==> src/hw/fetch_decode_pkg.sv <==
// Instruction format widths, machine word width and data write address width
package fetch_decode_pkg;

    // ----------------------------------------------------------------------
    // Data write bus
    // ----------------------------------------------------------------------

    localparam int word_width = 36;
    localparam int addr_width = 10;

    // ----------------------------------------------------------------------
    // Instruction format, listed from the top bit down
    // ----------------------------------------------------------------------

    localparam int opcode_width    = 4;
    localparam int d_operand_width = 10;
    localparam int a_operand_width = 10;
    localparam int b_operand_width = 10;

    // Full instruction word as stored in the instruction memory
    localparam int im_word_width = opcode_width + d_operand_width
                                  + a_operand_width + b_operand_width;

    // Control word produced by the opcode decoder table for the ALU
    localparam int od_word_width = 20;

endpackage

==> src/hw/fetch_decode_mapped.sv <==
// Top level placing the fetch and decode stage in the data write address space
`timescale 1ns/1ns

module fetch_decode_mapped
    import fetch_decode_pkg::*;
#(
    parameter int im_depth                = 64,
    parameter int im_addr_width           = 6,
    parameter int thread_count            = 2,
    parameter int thread_count_width      = 1,
    parameter int od_thread_depth         = 16,
    parameter int im_base_addr_write      = 256,
    parameter int od_base_addr_write      = 512,
    parameter int db_base_addr            = 128,
    parameter int od_initial_thread_read  = 0,
    parameter int od_initial_thread_write = 1,
    parameter int write_retime_stages     = 1
)
(
    input  logic                       clock,
    input  logic                       rst_n,
    input  logic                       ior_previous,
    input  logic                       cancel_previous,
    input  logic [addr_width-1:0]      write_addr,
    input  logic [word_width-1:0]      write_data,
    input  logic [im_addr_width-1:0]   im_read_addr,
    output logic [od_word_width-1:0]   alu_control,
    output logic [d_operand_width-1:0] da,
    output logic [d_operand_width-1:0] db,
    output logic [a_operand_width-1:0] a,
    output logic [b_operand_width-1:0] b
);

    logic                     im_wren;
    logic [im_addr_width-1:0] im_write_addr;
    logic [im_word_width-1:0] im_write_data;
    logic                     od_wren;
    logic [opcode_width-1:0]  od_write_addr;
    logic [od_word_width-1:0] od_write_data;

    write_address_mapper #(
        .im_depth            (im_depth),
        .im_addr_width       (im_addr_width),
        .od_thread_depth     (od_thread_depth),
        .im_base_addr_write  (im_base_addr_write),
        .od_base_addr_write  (od_base_addr_write),
        .write_retime_stages (write_retime_stages)
    ) write_address_mapper_inst (
        .clock           (clock),
        .rst_n           (rst_n),
        .ior_previous    (ior_previous),
        .cancel_previous (cancel_previous),
        .write_addr      (write_addr),
        .write_data      (write_data),
        .im_wren         (im_wren),
        .im_write_addr   (im_write_addr),
        .im_write_data   (im_write_data),
        .od_wren         (od_wren),
        .od_write_addr   (od_write_addr),
        .od_write_data   (od_write_data)
    );

    instruction_fetch_decode #(
        .im_depth                (im_depth),
        .im_addr_width           (im_addr_width),
        .thread_count            (thread_count),
        .thread_count_width      (thread_count_width),
        .od_thread_depth         (od_thread_depth),
        .od_initial_thread_read  (od_initial_thread_read),
        .od_initial_thread_write (od_initial_thread_write),
        .db_base_addr            (db_base_addr)
    ) instruction_fetch_decode_inst (
        .clock         (clock),
        .rst_n         (rst_n),
        .im_wren       (im_wren),
        .im_write_addr (im_write_addr),
        .im_write_data (im_write_data),
        .od_wren       (od_wren),
        .od_write_addr (od_write_addr),
        .od_write_data (od_write_data),
        .im_read_addr  (im_read_addr),
        .alu_control   (alu_control),
        .da            (da),
        .db            (db),
        .a             (a),
        .b             (b)
    );

endmodule

==> src/hw/instruction_fetch_decode.sv <==
// Startup read disable, field split, operand alignment, B offset and both memories
`timescale 1ns/1ns

module instruction_fetch_decode
    import fetch_decode_pkg::*;
#(
    parameter int im_depth                = 64,
    parameter int im_addr_width           = 6,
    parameter int thread_count            = 2,
    parameter int thread_count_width      = 1,
    parameter int od_thread_depth         = 16,
    parameter int od_initial_thread_read  = 0,
    parameter int od_initial_thread_write = 1,
    parameter int db_base_addr            = 128
)
(
    input  logic                       clock,
    input  logic                       rst_n,
    input  logic                       im_wren,
    input  logic [im_addr_width-1:0]   im_write_addr,
    input  logic [im_word_width-1:0]   im_write_data,
    input  logic                       od_wren,
    input  logic [opcode_width-1:0]    od_write_addr,
    input  logic [od_word_width-1:0]   od_write_data,
    input  logic [im_addr_width-1:0]   im_read_addr,
    output logic [od_word_width-1:0]   alu_control,
    output logic [d_operand_width-1:0] da,
    output logic [d_operand_width-1:0] db,
    output logic [a_operand_width-1:0] a,
    output logic [b_operand_width-1:0] b
);

    localparam int a_lsb      = b_operand_width;
    localparam int d_lsb      = a_lsb + a_operand_width;
    localparam int opcode_lsb = d_lsb + d_operand_width;

    logic [1:0]                 rden_sr;
    logic                       im_rden;
    logic                       od_rden;
    logic [im_word_width-1:0]   instruction;
    logic [opcode_width-1:0]    opcode;
    logic [d_operand_width-1:0] d_field;
    logic [a_operand_width-1:0] a_field;
    logic [b_operand_width-1:0] b_field;

    // ----------------------------------------------------------------------
    // The first two PCs after reset are bogus, so both reads stay off and
    // the stage outputs zeros for them
    // ----------------------------------------------------------------------

    always_ff @(posedge clock) begin
        if (!rst_n) begin
            rden_sr <= 2'b00;
            od_rden <= 1'b0;
        end else begin
            rden_sr <= {rden_sr[0], 1'b1};
            od_rden <= im_rden;
        end
    end

    assign im_rden = rden_sr[1];

    instruction_memory #(
        .im_depth      (im_depth),
        .im_addr_width (im_addr_width)
    ) instruction_memory_inst (
        .clock      (clock),
        .rst_n      (rst_n),
        .wren       (im_wren),
        .write_addr (im_write_addr),
        .write_data (im_write_data),
        .rden       (im_rden),
        .read_addr  (im_read_addr),
        .read_data  (instruction)
    );

    // Fields from the top bit down are opcode, D, A, B
    assign opcode  = instruction[opcode_lsb +: opcode_width];
    assign d_field = instruction[d_lsb +: d_operand_width];
    assign a_field = instruction[a_lsb +: a_operand_width];
    assign b_field = instruction[0 +: b_operand_width];

    opcode_decoder_memory #(
        .thread_count            (thread_count),
        .thread_count_width      (thread_count_width),
        .od_thread_depth         (od_thread_depth),
        .od_initial_thread_read  (od_initial_thread_read),
        .od_initial_thread_write (od_initial_thread_write)
    ) opcode_decoder_memory_inst (
        .clock       (clock),
        .rst_n       (rst_n),
        .wren        (od_wren),
        .write_addr  (od_write_addr),
        .write_data  (od_write_data),
        .rden        (od_rden),
        .opcode      (opcode),
        .alu_control (alu_control)
    );

    // ----------------------------------------------------------------------
    // Operands wait one cycle to line up with alu_control
    // ----------------------------------------------------------------------

    // db is cleared with the others so the startup NOP stays all zero
    always_ff @(posedge clock) begin
        if (!rst_n || !od_rden) begin
            da <= '0;
            db <= '0;
            a  <= '0;
            b  <= '0;
        end else begin
            da <= d_field;
            db <= d_field + d_operand_width'(db_base_addr);
            a  <= a_field;
            b  <= b_field;
        end
    end

endmodule

==> src/hw/instruction_memory.sv <==
// Shared instruction RAM with one write port and a registered, gated read port
`timescale 1ns/1ns

module instruction_memory
    import fetch_decode_pkg::*;
#(
    parameter int im_depth      = 64,
    parameter int im_addr_width = 6
)
(
    input  logic                     clock,
    input  logic                     rst_n,
    input  logic                     wren,
    input  logic [im_addr_width-1:0] write_addr,
    input  logic [im_word_width-1:0] write_data,
    input  logic                     rden,
    input  logic [im_addr_width-1:0] read_addr,
    output logic [im_word_width-1:0] read_data
);

    logic [im_word_width-1:0] mem [im_depth];

    always_ff @(posedge clock) begin
        if (wren) begin
            mem[write_addr] <= write_data;
        end
    end

    // A disabled read outputs all zero, which the decoder treats as a NOP.
    // Reading a location while it is written gives the old contents
    always_ff @(posedge clock) begin
        if (!rst_n) begin
            read_data <= '0;
        end else if (rden) begin
            read_data <= mem[read_addr];
        end else begin
            read_data <= '0;
        end
    end

endmodule

==> src/hw/opcode_decoder_memory.sv <==
// Per-thread opcode decoder RAM with rotating read and write thread counters
`timescale 1ns/1ns

module opcode_decoder_memory
    import fetch_decode_pkg::*;
#(
    parameter int thread_count            = 2,
    parameter int thread_count_width      = 1,
    parameter int od_thread_depth         = 16,
    parameter int od_initial_thread_read  = 0,
    parameter int od_initial_thread_write = 1
)
(
    input  logic                     clock,
    input  logic                     rst_n,
    input  logic                     wren,
    input  logic [opcode_width-1:0]  write_addr,
    input  logic [od_word_width-1:0] write_data,
    input  logic                     rden,
    input  logic [opcode_width-1:0]  opcode,
    output logic [od_word_width-1:0] alu_control
);

    localparam int od_depth = thread_count * od_thread_depth;
    localparam logic [thread_count_width-1:0] last_thread =
        thread_count_width'(thread_count - 1);

    logic [od_word_width-1:0]      mem [od_depth];
    logic [thread_count_width-1:0] thread_read;
    logic [thread_count_width-1:0] thread_write;

    // ----------------------------------------------------------------------
    // Thread counters, one step per cycle, wrapping at thread_count
    // ----------------------------------------------------------------------

    always_ff @(posedge clock) begin
        if (!rst_n) begin
            thread_read  <= thread_count_width'(od_initial_thread_read);
            thread_write <= thread_count_width'(od_initial_thread_write);
        end else begin
            thread_read  <= (thread_read == last_thread) ? '0 : thread_read + 1'b1;
            thread_write <= (thread_write == last_thread) ? '0 : thread_write + 1'b1;
        end
    end

    // ----------------------------------------------------------------------
    // Table storage, addressed by thread index then opcode
    // ----------------------------------------------------------------------

    always_ff @(posedge clock) begin
        if (wren) begin
            mem[{thread_write, write_addr}] <= write_data;
        end
    end

    // Read output is zero when disabled, like the instruction memory
    always_ff @(posedge clock) begin
        if (!rst_n) begin
            alu_control <= '0;
        end else if (rden) begin
            alu_control <= mem[{thread_read, opcode}];
        end else begin
            alu_control <= '0;
        end
    end

endmodule

==> src/hw/write_address_mapper.sv <==
// Store retiming, window checks and translated write strobes for both memories
`timescale 1ns/1ns

module write_address_mapper
    import fetch_decode_pkg::*;
#(
    parameter int im_depth            = 64,
    parameter int im_addr_width       = 6,
    parameter int od_thread_depth     = 16,
    parameter int im_base_addr_write  = 256,
    parameter int od_base_addr_write  = 512,
    parameter int write_retime_stages = 1
)
(
    input  logic                     clock,
    input  logic                     rst_n,
    input  logic                     ior_previous,
    input  logic                     cancel_previous,
    input  logic [addr_width-1:0]    write_addr,
    input  logic [word_width-1:0]    write_data,
    output logic                     im_wren,
    output logic [im_addr_width-1:0] im_write_addr,
    output logic [im_word_width-1:0] im_write_data,
    output logic                     od_wren,
    output logic [opcode_width-1:0]  od_write_addr,
    output logic [od_word_width-1:0] od_write_data
);

    localparam logic [addr_width-1:0] im_base  = addr_width'(im_base_addr_write);
    localparam logic [addr_width-1:0] im_bound =
        addr_width'(im_base_addr_write + im_depth - 1);
    localparam logic [addr_width-1:0] od_base  = addr_width'(od_base_addr_write);
    localparam logic [addr_width-1:0] od_bound =
        addr_width'(od_base_addr_write + od_thread_depth - 1);

    logic                  instruction_ok;
    logic                  wen_pipe  [write_retime_stages];
    logic [addr_width-1:0] addr_pipe [write_retime_stages];
    logic [word_width-1:0] data_pipe [write_retime_stages];
    logic                  wen_q;
    logic [addr_width-1:0] addr_q;
    logic [word_width-1:0] data_q;
    logic [addr_width-1:0] im_offset;
    logic [addr_width-1:0] od_offset;

    // A store only counts if the storing instruction issued and was not cancelled
    assign instruction_ok = ior_previous & ~cancel_previous;

    // ----------------------------------------------------------------------
    // Retime enable, address and data together so a store stays coherent
    // ----------------------------------------------------------------------

    always_ff @(posedge clock) begin
        if (!rst_n) begin
            for (int i = 0; i < write_retime_stages; i++) begin
                wen_pipe[i]  <= 1'b0;
                addr_pipe[i] <= '0;
                data_pipe[i] <= '0;
            end
        end else begin
            wen_pipe[0]  <= instruction_ok;
            addr_pipe[0] <= write_addr;
            data_pipe[0] <= write_data;
            for (int i = 1; i < write_retime_stages; i++) begin
                wen_pipe[i]  <= wen_pipe[i-1];
                addr_pipe[i] <= addr_pipe[i-1];
                data_pipe[i] <= data_pipe[i-1];
            end
        end
    end

    assign wen_q  = wen_pipe[write_retime_stages-1];
    assign addr_q = addr_pipe[write_retime_stages-1];
    assign data_q = data_pipe[write_retime_stages-1];

    // ----------------------------------------------------------------------
    // Window checks on the retimed address
    // ----------------------------------------------------------------------

    assign im_offset = addr_q - im_base;
    assign od_offset = addr_q - od_base;

    assign im_wren       = wen_q && (addr_q >= im_base) && (addr_q <= im_bound);
    assign im_write_addr = im_offset[im_addr_width-1:0];
    assign im_write_data = data_q[im_word_width-1:0];

    assign od_wren       = wen_q && (addr_q >= od_base) && (addr_q <= od_bound);
    assign od_write_addr = od_offset[opcode_width-1:0];
    assign od_write_data = data_q[od_word_width-1:0];

endmodule

==> config.mk <==
export PLATFORM = sky130hd
export DESIGN_NAME = fetch_decode_mapped
export DESIGN_NICKNAME = d
export VERILOG_FILES = /design/src/hw/fetch_decode_pkg.sv /design/src/hw/fetch_decode_mapped.sv /design/src/hw/instruction_fetch_decode.sv /design/src/hw/instruction_memory.sv /design/src/hw/opcode_decoder_memory.sv /design/src/hw/write_address_mapper.sv
export SDC_FILE = /design/constraint.sdc
export NUM_CORES = 2
export LEC_CHECK = 0
export CAP_MARGIN = 30
export CELL_PAD_IN_SITES_DETAIL_PLACEMENT = 1
export CELL_PAD_IN_SITES_GLOBAL_PLACEMENT = 1
export CORE_MARGIN = 4
export CORE_UTILIZATION = 34
export CTS_BUF_LIST = sky130_fd_sc_hd__clkbuf_4
export DETAILED_ROUTE_END_ITERATION = 16
export DONT_BUFFER_PORTS = 1
export PLACE_DENSITY_LB_ADDON = 0.1
export SYNTH_ARGS = -nofsm -noshare
export SYNTH_HDL_FRONTEND = slang
export SYNTH_HIERARCHICAL = 1
export SYNTH_SLANG_ARGS = --single-unit
==> constraint.sdc <==
create_clock -name clock -period 5.38 [get_ports clock]
set_input_delay 0.538 -clock clock [delete_from_list [all_inputs] [get_ports clock]]
set_output_delay 0.538 -clock clock [all_outputs]
set_load 0.02 [all_outputs]
# Word-level counts from Yosys, hierarchy flattened
# Memory sizes are Yosys's and may differ from the RTL's. A register that Yosys moved wholly into a read port is not among the register bits.
# Cells that the tools add are included.
[op_classes]
mux = 14
eq_ne = 0
magnitude_cmp = 4
n_shift = 0
mul = 0
div_mod_pow = 0
bitwise = 3
addsub = 5
reduce_logical = 15
[ops]
columns = ["op", "count"]
rows = [
  ["$mux 36", 1],
  ["$reduce_or 36->1", 1],
  ["$mux 1", 12],
  ["$add 10x8->10 const B", 1],
  ["$ge 10x10->1 const B", 1],
  ["$ge 10x9->1 const B", 1],
  ["$le 10x10->1 const B", 1],
  ["$le 10x9->1 const B", 1],
  ["$mux 10", 1],
  ["$reduce_or 10->1", 1],
  ["$sub 6x1->6 const B", 1],
  ["$logic_and 1x1->1", 4],
  ["$logic_not 1->1", 4],
  ["$reduce_and 2->1", 2],
  ["$sub 4x1->4 const B", 1],
  ["$add 1x1->1 const B", 2],
  ["$not 1->1", 2],
  ["$reduce_or 2->1", 1],
  ["$and 1x1->1", 1],
  ["$logic_or 1x1->1", 1],
  ["$reduce_or 1->1", 1],
]
[totals]
mem_bits_rw = 2863
word_cells = 55
n_memories = 5
output_inout_bits = 60
mem_bits_ro = 0
latchBits = 0
reg_bits = 45
[memory_table]
columns = ["name", "depth", "word_bits", "read_ports", "rd_ports_with_merged_regs", "wr", "line", "source"]
rows = [
  ["instruction_fetch_decode_inst.instruction_memory_inst.mem", 64, 34, 1, 1, 1, "instruction_memory.sv:21", "logic [im_word_width-1:0] mem [im_depth];"],
  ["instruction_fetch_decode_inst.opcode_decoder_memory_inst.mem", 32, 20, 1, 1, 1, "opcode_decoder_memory.sv:28", "logic [od_word_width-1:0] mem [od_depth];"],
  ["write_address_mapper_inst.data_pipe", 1, 36, 1, 0, 1, "write_address_mapper.sv:39", "logic [word_width-1:0] data_pipe [write_retime_stages];"],
  ["write_address_mapper_inst.addr_pipe", 1, 10, 1, 0, 1, "write_address_mapper.sv:38", "logic [addr_width-1:0] addr_pipe [write_retime_stages];"],
  ["write_address_mapper_inst.wen_pipe", 1, 1, 1, 0, 1, "write_address_mapper.sv:37", "logic wen_pipe [write_retime_stages];"],
]

# Logic depth before layout (Yosys ltp)
# An unclocked memory read counts as a cell.
[logic_depth]
depth_word = 6
mapped_depth = 10

# By module
# The synthesis kept the hierarchy.
[modules_own_cells]
columns = ["module", "area_per_inst_um2", "cells_per_inst", "n_inst"]
rows = [
  ["instruction_memory", 84031.8, 3605, 1],
  ["opcode_decoder_memory", 25278.0, 1107, 1],
  ["write_address_mapper", 1458.9, 129, 1],
  ["instruction_fetch_decode", 1044.8, 87, 1],
]

# Worst setup path before layout
# No wires, ideal clock.
[synth_timing]
kind = "register -> register"
startpoint = "memory write_address_mapper_inst.addr_pipe[0][6]"
endpoint = "memory instruction_fetch_decode_inst/instruction_memory_inst/mem[48][0] (netlist bit), enable pin"
slack_ps = 955
setup_ps = 467
n_path_buf = 0
path_stages_with_launch = 6
arrival_ps = 3958
cell_sequence = "dfxtp_1 > or3b_1 > nor3b_1 > nand3_1 > or3_1 > nor3_1"
[synth_via]
elab_chain_cells = 6
elab_cells_between_ends = 7
cone_classes = "order compare: 2; mux: 2; reduce/logical: 2; memory: 1"
[synth_lines]
columns = ["item", "line", "source"]
rows = [
  ["start: declaration", "write_address_mapper.sv:38", ""],
  ["$mem_v2 1x10 *", "n/a", ""],
  ["$ge 10x9->1", "write_address_mapper.sv:83", "assign im_wren = wen_q && (addr_q >= im_base) && (addr_q <= im_bound);"],
  ["$logic_and 1x1->1", "write_address_mapper.sv:83", ""],
  ["$logic_and 1x1->1 *", "write_address_mapper.sv:83", ""],
  ["via im_wren", "fetch_decode_mapped.sv:34", "logic im_wren;"],
  ["$mux 1 *", "instruction_memory.sv:24", "if (wren) begin"],
  ["$mux 1 (implied by the code) *", "instruction_memory.sv:25", "mem[write_addr] <= write_data;"],
  ["end: declaration", "instruction_memory.sv:21", ""],
]
# Mark *: on every way through the listed nets, which the timed path passes. The rest lies on a longest branch.

# Worst setup path after layout
[layout_timing]
startpoint = "memory write_address_mapper_inst.addr_pipe[0][6]"
endpoint = "memory instruction_fetch_decode_inst/instruction_memory_inst/mem[25][28] (netlist bit), enable pin"
# Same word-level chain as after synthesis.

==> impl_metrics.yaml <==
detailed_routing:
  drc: 0
  vias: 56763
  viasPerCell: 5.27
  wirelength_mm: 359
  routedWlPerCell_um: 33.3
  drtAntennaViolNets: 0
  drt_iter0_drc: 4901
  drt-pass1-iter-count: 5
yosys:
  synth_area_leaders: "edfxtp_1 76%, mux4_2 13%, dfxtp_1 2.5%"
  yosys.area.top_type: "edfxtp_1"
  synth_area_mm2: 0.112
  synthAdderAreaFrac_pct: 0.0112
  synth_mux_area_share_pct: 15.9
  synth_commonest_cells: "2816 x edfxtp_1, 664 x mux4_2, 180 x mux2i_1"
  synth-edff-count: 2816
  ys_ff_latch: 2953
  synth_fp_nets: 4985
  synth-compound-area-share_pct: 2.63
  synth_top_family_by_area: "multiplexers"
  syn_avg_cell_area_um2: 22.7
  synth_cells: 4928
  synth-xor-area-share_pct: 0.00783
  synth-async-reset-ratio_pct: 0
  synth-simple-area-share_pct: 1.65
  ys_warn_count: 6
  synth_top_area_share_pct: 75.6
  ys_seq_area_share_pct: 78.1
  yosysMostFrequentCell: "edfxtp_1"
  yosys_most_used_dff: "edfxtp_1"
  synth_cell_types: 65
placement:
  pre_cts_slack_ns: 1.60
  dp_hpwl_mm: 182
  place_inst: 9144
  place.gp.congestion: 0.722
  io_buffers: 0
sta:
  finalHoldViolCount: 0
  period_minus_slack_ns: 3.74
  setup_slack_ns: 1.64
  finalCritPeriodShare_pct: 69.6
  setup_viol: 0
  fin_skew_ns: 0.150
  rsz0062_at_grt: "false"
  slew_headroom_pct: -59.4
  fmax_ghz: 0.267
  tightestPinTransition_ns: 2.39
  hold_ws_ns: 0.145
  drv_slew: 196
  fin_setup_tns_ns: 0
cts:
  clkLatencyLatePin_ns: 1.58
  clkTransAtPathRegs_ns: 0.06
  cts.path.max_buffers: 4
  cts_root_buffer: "clkbuf_4"
  cts.repair.resized: 0
  cts.sinks: 2953
  cts_tree: "built"
  htree_levels: 6
  cts_buffers: 795
die:
  start_util_pct: 34.2
  ios: 116
  die_h_um: 581
  rows: 210
  die-width_um: 581
  design.core.area_mm2: 0.327
  dieArea_mm2: 0.338
power_and_ir_drop:
  power.density_mw_per_mm2: 366
  seq_power_share_pct: 53.2
  pwr-share-comb_pct: 3.9
  clockPowerShare_pct: 42.9
  power_leakage_nw: 38.7
  p_switching_mw: 10.9
  internal_power_mw: 36.7
  power_switching_share_pct: 22.9
  ir_drop_uv: 206
worst_setup_path:
  path_cells: "or3b_1 > nor3b_1 > buf_4 > nand3_1 > nor2_4 > buf_4"
  end_kind: "flop"
  max_stage_delay_ns: 1.01
  worst-path-max-fanout: 17
  worst_path_max_delay_cell: "nor2_4"
  cpMostUsedCell: "buf_4"
  critPathKind: "reg2reg"
  r2r_slack_ns: 1.64
  startpoint_type: "flop"
  required_ns: 6.54
  arrival_ns: 4.90
layout:
  syn2layout_area_growth_pct: 16.5
  finalNetCount: 5805
  layout-drive-gt1-share_pct: 36.8
  fin_util_pct: 39.8
  fillers: 31377
  final_cells: 10769
global_route:
  grt_pass1_wl_mm: 495
  antenna_found_initial: 27
  grt_pass1_vias: 61148
  grt_usage_pct: 20.9
  grt_max_degree: 445
  overflow: 0
run:
  cap_violations: 0
status:
  violations: "slew limit"
  outcome: "finished, violations left"
min_path:
  timing.hold.worst.class: "in2reg"
==> repair_timing <==
item | CTS | global route
endpoints found under the setup margin | 0 | 0
endpoints found under the hold margin | 117 | 7
buffers inserted | 0 | 0
hold buffers | 149 | 2
==> sequential cells by signal (all words and copies together), names as in the netlist, named ones only <==
name / count
instruction_fetch_decode_inst/a: 10
instruction_fetch_decode_inst/b: 10
instruction_fetch_decode_inst/da: 10
instruction_fetch_decode_inst/db: 3
instruction_fetch_decode_inst/instruction_memory_inst/mem: 2176
instruction_fetch_decode_inst/od_rden: 1
instruction_fetch_decode_inst/opcode_decoder_memory_inst/mem: 640
instruction_fetch_decode_inst/rden_sr: 2
write_address_mapper_inst/addr_pipe: 10
write_address_mapper_inst/data_pipe: 34
write_address_mapper_inst/wen_pipe: 1
==> kinds of logic after synthesis <==
logic type      Yosys count
simple gates            363
fa+ha+maj                 1
xor+xnor                  1
flops                  2953
buf+inv                 311
compound gates          401
mux                     898
==> layer usage <==
metal,global-route usage [%],part of all wire [%],up-vias
li1,-,-,23189
met1,27.7,42,31316
met2,36.0,51,1744
met3,3.22,4.6,498
met4,5.53,2.1,16
met5,0,0.032,-
==> path summary, 6_finish.rpt <==
check / startpoint / to / cells past startpoint
setup reg to reg: write_address_mapper_inst/addr_pipe[0][6]$_SDFF_PN0_ / flop / 6
setup / recovery: write_address_mapper_inst/addr_pipe[0][6]$_SDFF_PN0_ / flop / 6
hold reg to reg: flop / instruction_fetch_decode_inst/b[7]$_SDFF_PP0_ / 1
hold / removal: im_read_addr[0] / flop / 4
==> cells in the final DEF, fill, tap and decap left out, types with 30 or more instances in the layout <==
cell type,instances
a21oi_1,56
a221oi_1,42
a22oi_1,87
and2_1,54
and3_1,32
buf_12,33
buf_4,147
clkbuf_4,1239
clkinv_1,143
dfxtp_1,99
dlygate4sd3_1,137
edfxtp_1,2816
mux2_2,30
mux2i_1,180
mux4_2,664
nand2_1,43
nor2_1,39
nor2_4,87
nor2b_1,31
==> worst max-delay path: cells and delay by family (launching register included) <==
| family | cells | cell delay (ns) |
|---|---|---|
| simple gates | 4 | 2.48 |
| flops | 1 | 0.29 |
| buf+inv | 2 | 0.62 |
==> power groups by stage <==
stage / sequential [mW] / combinational, mW / clock [mW]
after floorplan: 25.8 / 1.13 / 0
after global placement: 25.9 / 1.46 / 0
after detailed placement: 25.9 / 1.52 / 0
after CTS: 25.4 / 1.88 / 21.2
after global routing: 25.3 / 1.95 / 22.5
final: 25.3 / 1.85 / 20.4
==> layout make-up <==
type                    count  area, um^2  area share (%)
flip-flops and latches   2953       87400            67.1
multi-input cells        1664       23200            17.8
repair buffers            333        3540            2.72
well taps                4346        5440            4.18
clock buffers            1239        9300            7.14
diodes                     20        50.0          0.0384
clock inverters           213        1220           0.940
inverters                   1        5.00         0.00384
==> metrics by stage <==
stage / cell area (um^2) / power [mW]
finish: 130000 / 47.6
global route: 130000 / 49.8
CTS: 130000 / 48.5
detailed placement: 118000 / 27.4
global placement: 118000 / 27.3
floorplan: 112000 / 27.0
Power figures use the tool's default switching activity.
